### src/rtl/pocket_core_pkg.sv
// shared types and constants for the core top
// bridge register map, adapter config fields, pad words and video structs
// every rtl module pulls this in with a wildcard import

package pocket_core_pkg;

    //////////////////////////////////////////////////////////////////////
    // bridge bus
    //////////////////////////////////////////////////////////////////////

    typedef logic [31:0] bridge_addr_t;
    typedef logic [31:0] bridge_data_t;

    localparam bridge_addr_t ADDR_RESET       = 32'hF000_0000; // bit 0 = core reset switch
    localparam bridge_addr_t ADDR_MODS        = 32'hF200_0000; // bit 0 = adapter enable
    localparam bridge_addr_t ADDR_ADAPTER_CFG = 32'hF700_0000; // adapter config word

    //////////////////////////////////////////////////////////////////////
    // adapter configuration
    //////////////////////////////////////////////////////////////////////

    typedef logic [4:0] snac_type_t;

    localparam snac_type_t SNAC_NONE     = 5'h00;
    localparam snac_type_t SNAC_ANALOG_A = 5'h12; // analog pad, left stick drives d-pad
    localparam snac_type_t SNAC_ANALOG_B = 5'h13;

    // which adapter pad lands on which player
    typedef enum logic [1:0] {
        ASSIGN_P1_TO_P1 = 2'd0,
        ASSIGN_P1_TO_P2 = 2'd1,
        ASSIGN_BOTH     = 2'd2,
        ASSIGN_SWAPPED  = 2'd3
    } snac_assign_t;

    typedef struct packed {
        snac_type_t   cont_type;    // word bits 4:0
        snac_assign_t cont_assign;  // word bits 9:8
        logic         blank_screen; // word bit 12
    } adapter_cfg_t;

    //////////////////////////////////////////////////////////////////////
    // controller pads
    //////////////////////////////////////////////////////////////////////

    typedef logic [15:0] pad_keys_t;  // 0 up, 1 down, 2 left, 3 right ... 15 start
    typedef logic [31:0] pad_stick_t; // 7:0 lstick x, 15:8 lstick y
    typedef logic [7:0]  stick_axis_t;

    typedef struct packed {
        pad_keys_t  keys;
        pad_stick_t stick;
    } pad_state_t;

    // dead zone, values at the threshold count as idle
    localparam stick_axis_t STICK_LOW  = 8'h40;
    localparam stick_axis_t STICK_HIGH = 8'hC0;

    //////////////////////////////////////////////////////////////////////
    // video
    //////////////////////////////////////////////////////////////////////

    typedef logic [23:0] rgb_t; // red in 23:16

    typedef struct packed {
        logic hs;
        logic vs;
        logic hblank;
        logic vblank;
    } video_sync_t;

endpackage

### src/rtl/bridge_regs.sv
// host bridge register block
// holds core reset switch, adapter enable and adapter config word
// writes land next cycle, reads return registered data one cycle after the strobe

module bridge_regs
    import pocket_core_pkg::*;
(
    input  logic         clk_74a,
    input  logic         rst,
    input  bridge_addr_t bridge_addr,
    input  logic         bridge_wr,
    input  bridge_data_t bridge_wr_data,
    input  logic         bridge_rd,
    output bridge_data_t bridge_rd_data,
    output logic         core_reset,
    output logic         adapter_en,
    output adapter_cfg_t cfg
);

    logic         reset_sw;  // ADDR_RESET bit 0
    logic         mods_en;   // ADDR_MODS bit 0
    bridge_data_t cfg_word;  // raw config word as written by host

    //////////////////////////////////////////////////////////////////////
    // write decode
    //////////////////////////////////////////////////////////////////////

    always_ff @(posedge clk_74a) begin
        if (rst) begin
            reset_sw <= 1'b0;
            mods_en  <= 1'b0;
            cfg_word <= '0;
        end else if (bridge_wr) begin
            // exact match only, no mirroring
            case (bridge_addr)
                ADDR_RESET:       reset_sw <= bridge_wr_data[0];
                ADDR_MODS:        mods_en  <= bridge_wr_data[0];
                ADDR_ADAPTER_CFG: cfg_word <= bridge_wr_data;
                default: ;        // unmapped, dropped
            endcase
        end
    end

    assign core_reset = reset_sw;
    assign adapter_en = mods_en;

    // config fields pulled out of the raw word
    assign cfg.cont_type    = snac_type_t'(cfg_word[4:0]);
    assign cfg.cont_assign  = snac_assign_t'(cfg_word[9:8]);
    assign cfg.blank_screen = cfg_word[12];

    //////////////////////////////////////////////////////////////////////
    // read back
    //////////////////////////////////////////////////////////////////////

    // data held until the next read strobe
    always_ff @(posedge clk_74a) begin
        if (rst) begin
            bridge_rd_data <= '0;
        end else if (bridge_rd) begin
            case (bridge_addr)
                ADDR_RESET:       bridge_rd_data <= {31'd0, reset_sw}; // upper bits zero
                ADDR_MODS:        bridge_rd_data <= {31'd0, mods_en};
                ADDR_ADAPTER_CFG: bridge_rd_data <= cfg_word;
                default:          bridge_rd_data <= '0;
            endcase
        end
    end

endmodule

### src/rtl/controller_router.sv
// player input router
// picks handheld pads or adapter pads per player from the adapter config
// analog adapter types get their d-pad from the left stick
// outputs registered one cycle after any input change

module controller_router
    import pocket_core_pkg::*;
(
    input  logic         clk_74a,
    input  logic         rst,
    input  logic         adapter_en,
    input  adapter_cfg_t cfg,
    input  pad_keys_t    pocket_p1,
    input  pad_keys_t    pocket_p2,
    input  pad_state_t   snac_p1,
    input  pad_state_t   snac_p2,
    output pad_keys_t    p1_keys,
    output pad_keys_t    p2_keys
);

    logic      snac_is_analog;
    logic      snac_active;
    pad_keys_t snac_p1_eff;  // adapter p1 after stick conversion
    pad_keys_t snac_p2_eff;
    pad_keys_t p1_next;
    pad_keys_t p2_next;

    // stick to d-pad with strict thresholds so the edge values stay idle
    function automatic pad_keys_t stick_to_keys(input pad_state_t pad, input logic analog);
        stick_axis_t sx;
        stick_axis_t sy;
        pad_keys_t   k;
        sx = pad.stick[7:0];
        sy = pad.stick[15:8];
        k  = pad.keys;
        if (analog) begin
            k[0] = (sy < STICK_LOW);   // up
            k[1] = (sy > STICK_HIGH);  // down
            k[2] = (sx < STICK_LOW);   // left
            k[3] = (sx > STICK_HIGH);  // right
        end
        return k;
    endfunction

    assign snac_is_analog = (cfg.cont_type == SNAC_ANALOG_A) ||
                            (cfg.cont_type == SNAC_ANALOG_B);

    // adapter only counts when enabled and a type is set
    assign snac_active = adapter_en && (cfg.cont_type != SNAC_NONE);

    assign snac_p1_eff = stick_to_keys(snac_p1, snac_is_analog);
    assign snac_p2_eff = stick_to_keys(snac_p2, snac_is_analog);

    //////////////////////////////////////////////////////////////////////
    // player source select
    //////////////////////////////////////////////////////////////////////

    always_comb begin
        p1_next = pocket_p1;  // pass-through by default
        p2_next = pocket_p2;
        if (snac_active) begin
            case (cfg.cont_assign)
                ASSIGN_P1_TO_P1: begin
                    p1_next = snac_p1_eff;
                    p2_next = pocket_p1;     // handheld moves over to p2
                end
                ASSIGN_P1_TO_P2: begin
                    p1_next = pocket_p1;
                    p2_next = snac_p1.keys;  // raw keys without stick mapping
                end
                ASSIGN_BOTH: begin
                    p1_next = snac_p1_eff;
                    p2_next = snac_p2_eff;
                end
                ASSIGN_SWAPPED: begin
                    p1_next = snac_p2_eff;
                    p2_next = snac_p1_eff;
                end
            endcase
        end
    end

    always_ff @(posedge clk_74a) begin
        if (rst) begin
            p1_keys <= '0;
            p2_keys <= '0;
        end else begin
            p1_keys <= p1_next;
            p2_keys <= p2_next;
        end
    end

endmodule

### src/rtl/video_timing.sv
// progressive raster timing
// pix_ce pulses once every PIX_DIV clocks, x/y counters step on it
// sync and blank are decoded straight from the counters

module video_timing
    import pocket_core_pkg::*;
#(
    parameter int PIX_DIV  = 12,
    parameter int H_ACTIVE = 320,
    parameter int H_FRONT  = 16,
    parameter int H_SYNC   = 32,
    parameter int H_TOTAL  = 400,
    parameter int V_ACTIVE = 240,
    parameter int V_FRONT  = 4,
    parameter int V_TOTAL  = 262
) (
    input  logic        clk_74a,
    input  logic        rst,
    output logic        pix_ce,
    output video_sync_t sync
);

    localparam int DW = (PIX_DIV > 1) ? $clog2(PIX_DIV) : 1;
    localparam int XW = $clog2(H_TOTAL);
    localparam int YW = $clog2(V_TOTAL);

    localparam int H_SYNC_START = H_ACTIVE + H_FRONT;
    localparam int V_SYNC_LINE  = V_ACTIVE + V_FRONT;

    logic [DW-1:0] div_cnt;
    logic [XW-1:0] x_cnt;
    logic [YW-1:0] y_cnt;

    //////////////////////////////////////////////////////////////////////
    // pixel enable divider
    //////////////////////////////////////////////////////////////////////

    always_ff @(posedge clk_74a) begin
        if (rst) begin
            div_cnt <= '0;
        end else if (div_cnt == DW'(PIX_DIV - 1)) begin
            div_cnt <= '0;
        end else begin
            div_cnt <= div_cnt + 1'b1;
        end
    end

    assign pix_ce = (div_cnt == DW'(PIX_DIV - 1)); // last clock of the pixel

    //////////////////////////////////////////////////////////////////////
    // raster counters
    //////////////////////////////////////////////////////////////////////

    always_ff @(posedge clk_74a) begin
        if (rst) begin
            x_cnt <= '0;
            y_cnt <= '0;
        end else if (pix_ce) begin
            if (x_cnt == XW'(H_TOTAL - 1)) begin
                x_cnt <= '0;
                // end of line, step or wrap y
                if (y_cnt == YW'(V_TOTAL - 1)) begin
                    y_cnt <= '0;
                end else begin
                    y_cnt <= y_cnt + 1'b1;
                end
            end else begin
                x_cnt <= x_cnt + 1'b1;
            end
        end
    end

    // decode, active area first then porch/sync
    assign sync.hblank = (x_cnt >= XW'(H_ACTIVE));
    assign sync.vblank = (y_cnt >= YW'(V_ACTIVE));
    assign sync.hs     = (x_cnt >= XW'(H_SYNC_START)) &&
                         (x_cnt <  XW'(H_SYNC_START + H_SYNC));
    assign sync.vs     = (y_cnt == YW'(V_SYNC_LINE)); // one full line

endmodule

### src/rtl/video_out.sv
// video output stage
// registers syncs and pixel on pix_ce, forces black outside active area
// blank_screen comes in already qualified with the adapter enable

module video_out
    import pocket_core_pkg::*;
(
    input  logic        clk_74a,
    input  logic        rst,
    input  logic        pix_ce,
    input  video_sync_t sync,
    input  rgb_t        pixel,
    input  logic        blank_screen,
    output rgb_t        video_rgb,
    output logic        video_de,
    output logic        video_hs,
    output logic        video_vs
);

    rgb_t pixel_q;  // sampled core pixel

    always_ff @(posedge clk_74a) begin
        if (rst) begin
            video_de <= 1'b0;
            video_hs <= 1'b0;
            video_vs <= 1'b0;
        end else if (pix_ce) begin
            video_de <= ~(sync.hblank | sync.vblank);
            video_hs <= sync.hs;
            video_vs <= sync.vs;
        end
    end

    always_ff @(posedge clk_74a) begin
        if (pix_ce) begin
            pixel_q <= pixel;
        end
    end

    // black in blanking and when the handheld screen is switched off
    assign video_rgb = (video_de && !blank_screen) ? pixel_q : '0;

endmodule

### src/rtl/core_top.sv
// core top level
// bridge registers, controller routing and the video path on clk_74a
// video parameters default to a 320x240 raster and are passed down

module core_top
    import pocket_core_pkg::*;
#(
    parameter int PIX_DIV  = 12,
    parameter int H_ACTIVE = 320,
    parameter int H_FRONT  = 16,
    parameter int H_SYNC   = 32,
    parameter int H_TOTAL  = 400,
    parameter int V_ACTIVE = 240,
    parameter int V_FRONT  = 4,
    parameter int V_TOTAL  = 262
) (
    input  logic         clk_74a,
    input  logic         rst,
    // bridge bus
    input  bridge_addr_t bridge_addr,
    input  logic         bridge_wr,
    input  bridge_data_t bridge_wr_data,
    input  logic         bridge_rd,
    output bridge_data_t bridge_rd_data,
    // controllers
    input  pad_keys_t    pocket_p1,
    input  pad_keys_t    pocket_p2,
    input  pad_state_t   snac_p1,
    input  pad_state_t   snac_p2,
    output pad_keys_t    p1_keys,
    output pad_keys_t    p2_keys,
    // video
    input  rgb_t         core_pixel,
    output rgb_t         video_rgb,
    output logic         video_de,
    output logic         video_hs,
    output logic         video_vs
);

    logic         core_reset;
    logic         adapter_en;
    adapter_cfg_t cfg;
    logic         video_rst;   // system reset or host reset switch
    logic         pix_ce;
    video_sync_t  sync;

    bridge_regs u_bridge_regs (
        .clk_74a        (clk_74a),
        .rst            (rst),
        .bridge_addr    (bridge_addr),
        .bridge_wr      (bridge_wr),
        .bridge_wr_data (bridge_wr_data),
        .bridge_rd      (bridge_rd),
        .bridge_rd_data (bridge_rd_data),
        .core_reset     (core_reset),
        .adapter_en     (adapter_en),
        .cfg            (cfg)
    );

    controller_router u_controller_router (
        .clk_74a    (clk_74a),
        .rst        (rst),
        .adapter_en (adapter_en),
        .cfg        (cfg),
        .pocket_p1  (pocket_p1),
        .pocket_p2  (pocket_p2),
        .snac_p1    (snac_p1),
        .snac_p2    (snac_p2),
        .p1_keys    (p1_keys),
        .p2_keys    (p2_keys)
    );

    //////////////////////////////////////////////////////////////////////
    // video path, held in reset while the host switch is set
    //////////////////////////////////////////////////////////////////////

    assign video_rst = rst | core_reset;

    video_timing #(
        .PIX_DIV  (PIX_DIV),
        .H_ACTIVE (H_ACTIVE),
        .H_FRONT  (H_FRONT),
        .H_SYNC   (H_SYNC),
        .H_TOTAL  (H_TOTAL),
        .V_ACTIVE (V_ACTIVE),
        .V_FRONT  (V_FRONT),
        .V_TOTAL  (V_TOTAL)
    ) u_video_timing (
        .clk_74a (clk_74a),
        .rst     (video_rst),
        .pix_ce  (pix_ce),
        .sync    (sync)
    );

    video_out u_video_out (
        .clk_74a      (clk_74a),
        .rst          (video_rst),
        .pix_ce       (pix_ce),
        .sync         (sync),
        .pixel        (core_pixel),
        .blank_screen (adapter_en & cfg.blank_screen), // only with adapter on
        .video_rgb    (video_rgb),
        .video_de     (video_de),
        .video_hs     (video_hs),
        .video_vs     (video_vs)
    );

endmodule

### config.mk
export PLATFORM = sky130hd
export DESIGN_NAME = core_top
export DESIGN_NICKNAME = d
export VERILOG_FILES = /design/src/rtl/pocket_core_pkg.sv /design/src/rtl/bridge_regs.sv /design/src/rtl/controller_router.sv /design/src/rtl/video_timing.sv /design/src/rtl/video_out.sv /design/src/rtl/core_top.sv
export SDC_FILE = /design/constraint.sdc
export NUM_CORES = 1
export LEC_CHECK = 0
export BUFFER_PORTS_ARGS = -buffer_cell sky130_fd_sc_hd__clkbuf_2
export CORE_MARGIN = 5
export CORE_UTILIZATION = 46
export DETAILED_ROUTE_END_ITERATION = 12
export GPL_TIMING_DRIVEN = 0
export PLACE_DENSITY = 0.75
export SETUP_SLACK_MARGIN = 0.5
export SYNTH_ARGS = -nofsm -noshare
export SYNTH_HDL_FRONTEND = slang
export SYNTH_HIERARCHICAL = 1
export SYNTH_SLANG_ARGS = --single-unit
### constraint.sdc
create_clock -name clk_74a -period 3.7 [get_ports clk_74a]
set_clock_uncertainty 0.15 [all_clocks]
set_input_delay 0.37 -clock clk_74a [delete_from_list [all_inputs] [get_ports clk_74a]]
set_output_delay 0.37 -clock clk_74a [all_outputs]
set_load 0.02 [all_outputs]
==> impl_metrics.xml <==
<?xml version="1.0" encoding="UTF-8"?>
<metrics>
  <group name="global_route">
    <metric name="overflow" unit="">0</metric>
    <metric name="number_of_global_route_vias_before_repair" unit="">6150</metric>
    <metric name="grt_start_max_net_pins" unit="">34</metric>
    <metric name="grt.total_usage" unit="%">22.9</metric>
    <metric name="grt_pass1_wl" unit="um">32400</metric>
    <metric name="antenna_found_initial" unit="">1</metric>
  </group>
  <group name="sta">
    <metric name="slew_viol_final" unit="">0</metric>
    <metric name="worst_relative_slew_slack" unit="%">18.8</metric>
    <metric name="period_share" unit="%">73.0</metric>
    <metric name="hold-worst-slack" unit="ns">0.0162</metric>
    <metric name="summed_negative_setup_slack_over_all_endpoints" unit="ns">0</metric>
    <metric name="report.final.setup_viol" unit="">0</metric>
    <metric name="tightest_slew" unit="ns">1.22</metric>
    <metric name="achievable-frequency" unit="MHz">370</metric>
    <metric name="finalCriticalPeriod" unit="ns">2.70</metric>
    <metric name="rsz0062_at_grt" unit="">no</metric>
    <metric name="final-hold-violation-count" unit="">0</metric>
  </group>
  <group name="detailed_routing">
    <metric name="via_per_inst" unit="">5.27</metric>
    <metric name="wire_per_inst" unit="um">17.3</metric>
    <metric name="totalWireLength" unit="um">20600</metric>
    <metric name="route.vias.total" unit="">6281</metric>
    <metric name="route.detailed.drc" unit="">0</metric>
    <metric name="drt_pre_antenna_iters" unit="">5</metric>
    <metric name="postRouteAntennaNets" unit="">0</metric>
    <metric name="detailedRoute.firstIterationViolations" unit="">392</metric>
  </group>
  <group name="power_and_ir_drop">
    <metric name="power.switching" unit="uW">845</metric>
    <metric name="static-leakage-power" unit="uW">0.00409</metric>
    <metric name="netSwitchingFraction" unit="%">22.4</metric>
    <metric name="p_total" unit="uW">3770</metric>
    <metric name="power.combinational.fraction" unit="%">7.8</metric>
    <metric name="power_frac_seq" unit="%">43.8</metric>
    <metric name="vdd_ir_drop_max" unit="uV">313</metric>
    <metric name="p_int" unit="uW">2930</metric>
    <metric name="power.share.clock" unit="%">48.4</metric>
    <metric name="cellPowerDensity" unit="mW/mm2">402</metric>
  </group>
  <group name="yosys">
    <metric name="synth-seq-area-share" unit="%">46.1</metric>
    <metric name="yosys_register_bits" unit="">147</metric>
    <metric name="async_flop_share" unit="%">0</metric>
    <metric name="synth_nets" unit="">900</metric>
    <metric name="syn_area" unit="mm2">0.00691</metric>
    <metric name="most_common_flop_cell_mapped_by_yosys" unit="">dfxtp_1</metric>
    <metric name="netlist_instances" unit="">674</metric>
    <metric name="synth-edff-count" unit="">24</metric>
    <metric name="synthesis.area_per_instance" unit="um2">10.2</metric>
    <metric name="synth_cell_types" unit="">72</metric>
    <metric name="synth-warning-count" unit="">6</metric>
  </group>
  <group name="place">
    <metric name="io_buffer_count" unit="">278</metric>
    <metric name="dpl.hpwl" unit="um">15600</metric>
    <metric name="final_estimated_routing_congestion_in_global_placement" unit="">0.894</metric>
  </group>
  <group name="clock_network">
    <metric name="cts-buffers-inserted" unit="">17</metric>
    <metric name="clkTransAtPathRegs" unit="ns">0.07</metric>
    <metric name="clock_insertion_delay_worst_skew" unit="ns">0.42</metric>
    <metric name="cts.htree.levels" unit="">4</metric>
    <metric name="tritoncts" unit="">done</metric>
    <metric name="tritoncts_num_sinks" unit="">147</metric>
    <metric name="post_cts.repair.setup_buffers" unit="">0</metric>
    <metric name="cts.repair.resized" unit="">0</metric>
    <metric name="root_buffer" unit="">clkbuf_16</metric>
    <metric name="cts_buffer_depth" unit="">2</metric>
  </group>
  <group name="die">
    <metric name="initial_core_util" unit="%">47.2</metric>
    <metric name="die-width" unit="um">133</metric>
    <metric name="core.rowCount" unit="">44</metric>
    <metric name="io_pins" unit="">311</metric>
    <metric name="fp.dieArea" unit="mm2">0.0176</metric>
    <metric name="core-area" unit="mm2">0.0146</metric>
    <metric name="chipHeight" unit="um">133</metric>
  </group>
  <group name="setup_path">
    <metric name="cp-end-kind" unit="">register</metric>
    <metric name="cpMaxStageDelayCell" unit="">inv_1</metric>
    <metric name="critPathRequiredTime" unit="ns">3.91</metric>
    <metric name="path_class" unit="">register to register</metric>
    <metric name="delay_contributed_by_the_slowest_stage_of_the_critical_path" unit="ns">0.93</metric>
    <metric name="cell_chain_of_the_critical_path" unit="">ha_1, nand3b_4, clkbuf_1, inv_1, or3b_1, a21oi_2</metric>
    <metric name="start_kind" unit="">register</metric>
    <metric name="critical_path_peak_fanout" unit="">33</metric>
    <metric name="cp.arrival" unit="ns">2.91</metric>
  </group>
  <group name="final_layout">
    <metric name="fin_util" unit="%">64.2</metric>
    <metric name="antenna-diode-count" unit="">0</metric>
    <metric name="final_cell_mix" unit="">clkbuf_2, dfxtp_1, nand2b_1</metric>
    <metric name="syn_to_final_growth" unit="%">36.1</metric>
    <metric name="num-nets-final" unit="">1221</metric>
    <metric name="drive_gt1_share" unit="%">37.5</metric>
    <metric name="most_frequent_standard_cell_in_the_layout_excluding_fill_and_tap_cells" unit="">clkbuf_2</metric>
  </group>
  <group name="run">
    <metric name="cap_violations" unit="">0</metric>
  </group>
  <group name="outcome">
    <metric name="outcome" unit="">completed</metric>
  </group>
  <group name="hold_path">
    <metric name="min_path_type" unit="">input pin to register</metric>
  </group>
</metrics>
==> state kept, by name, summed over array words and instances (netlist names) <==
signal	count
u_bridge_regs/adapter_en	1
u_bridge_regs/cfg_word	32
u_video_timing/y_cnt	9
u_video_timing/x_cnt	9
u_controller_router/p1_keys	16
u_video_timing/div_cnt	4
u_bridge_regs/bridge_rd_data	32
u_bridge_regs/core_reset	1
u_video_out/video_vs	1
u_video_out/video_hs	1
u_video_out/pixel_q	24
u_video_out/video_de	1
u_controller_router/p2_keys	16
==> metal layers <==
layer,part of all wire [%],track usage (%),up-vias
met5,0.063,0,-
met4,1.7,7.04,2
met3,8.5,8.01,28
met1,43,28.9,2907
li1,-,-,3080
met2,47,36.9,264
==> power groups by stage <==
stage	combinational, uW	sequential, uW	clock [uW]
floorplan	90.7	1710	0
global placement	269	1690	0
detailed placement	272	1690	0
CTS	294	1650	1860
global route	319	1650	1930
finish	294	1650	1830
==> cells in the mapped netlist (all sizes together) (15+ instances only) <==
master,instances,area [um2]
a21oi,25,129
a22o,32,280
and2,28,175
buf,29,221
clkbuf,21,78.8
dfxtp,123,2460
edfxtp,24,721
mux2i,53,531
nand2,44,165
nand2b,74,463
nor2,33,124
nor3,18,140
o211ai,19,166
o22ai,15,156
==> repair_timing <==
| action | CTS | global route |
|---|---|---|
| hold endpoints to repair | 24 | 0 |
| hold buffers | 24 | 0 |
| setup endpoints to repair | 0 | 0 |
==> metrics by stage <==
stage,cell area [um2],cells,setup slack (ns)
2_1_floorplan,6910,674,1.43
3_3_place_gp,8530,1136,1.06
3_5_place_dp,8530,1136,1.01
4_1_cts,9400,1192,0.981
5_1_grt,9400,1192,0.751
6_report,9400,1192,1.00
==> final timing paths <==
path	from	endpoint	slack, ns	cells after the start
worst max-delay path	u_video_timing/div_cnt[0]	u_video_out/video_de	1.00	6
worst min-delay path	pocket_p2[15]	u_controller_router/p2_keys[15]	0.02	3
worst max register to register	u_video_timing/div_cnt[0]	u_video_out/video_de	1.00	6
worst min register to register	u_bridge_regs/cfg_word[31]	u_bridge_regs/bridge_rd_data[31]	0.32	1
==> kinds of logic (layout without fill, tap and decap cells) <==
kind of cell,after synthesis,after routing,share of synthesized area [%]
and+or+nand+nor,266,266,23.5
adders and majority gates,6,6,1.09
muxes,54,54,7.85
xor gates and xnor gates,8,8,1.01
AOI/OAI and AO/OA,134,134,15.6
buffers and inverters,59,393,4.84
DFF,147,147,46.1
==> worst max-delay path, delay by kind of cell (launching register included) <==
family / cells / cell delay [ns]
AO/OA/AOI/OAI: 1 / 0.13
adder cells (fa/ha/maj): 1 / 0.27
buffers and inverters: 2 / 1.16
AND/OR/NAND/NOR: 2 / 0.56
flip-flops: 1 / 0.36
==> cell type report <==
cell class / instances / area, um2
clock buffer: 17 / 425
multi-input combinational: 468 / 3390
timing repair buffer: 302 / 1630
tap: 184 / 230
inverter: 9 / 33.8
sequential: 147 / 3180
clock inverter: 15 / 204
buffer: 50 / 300
fill: 1210 / 5250
Power figures use the tool's default switching activity.
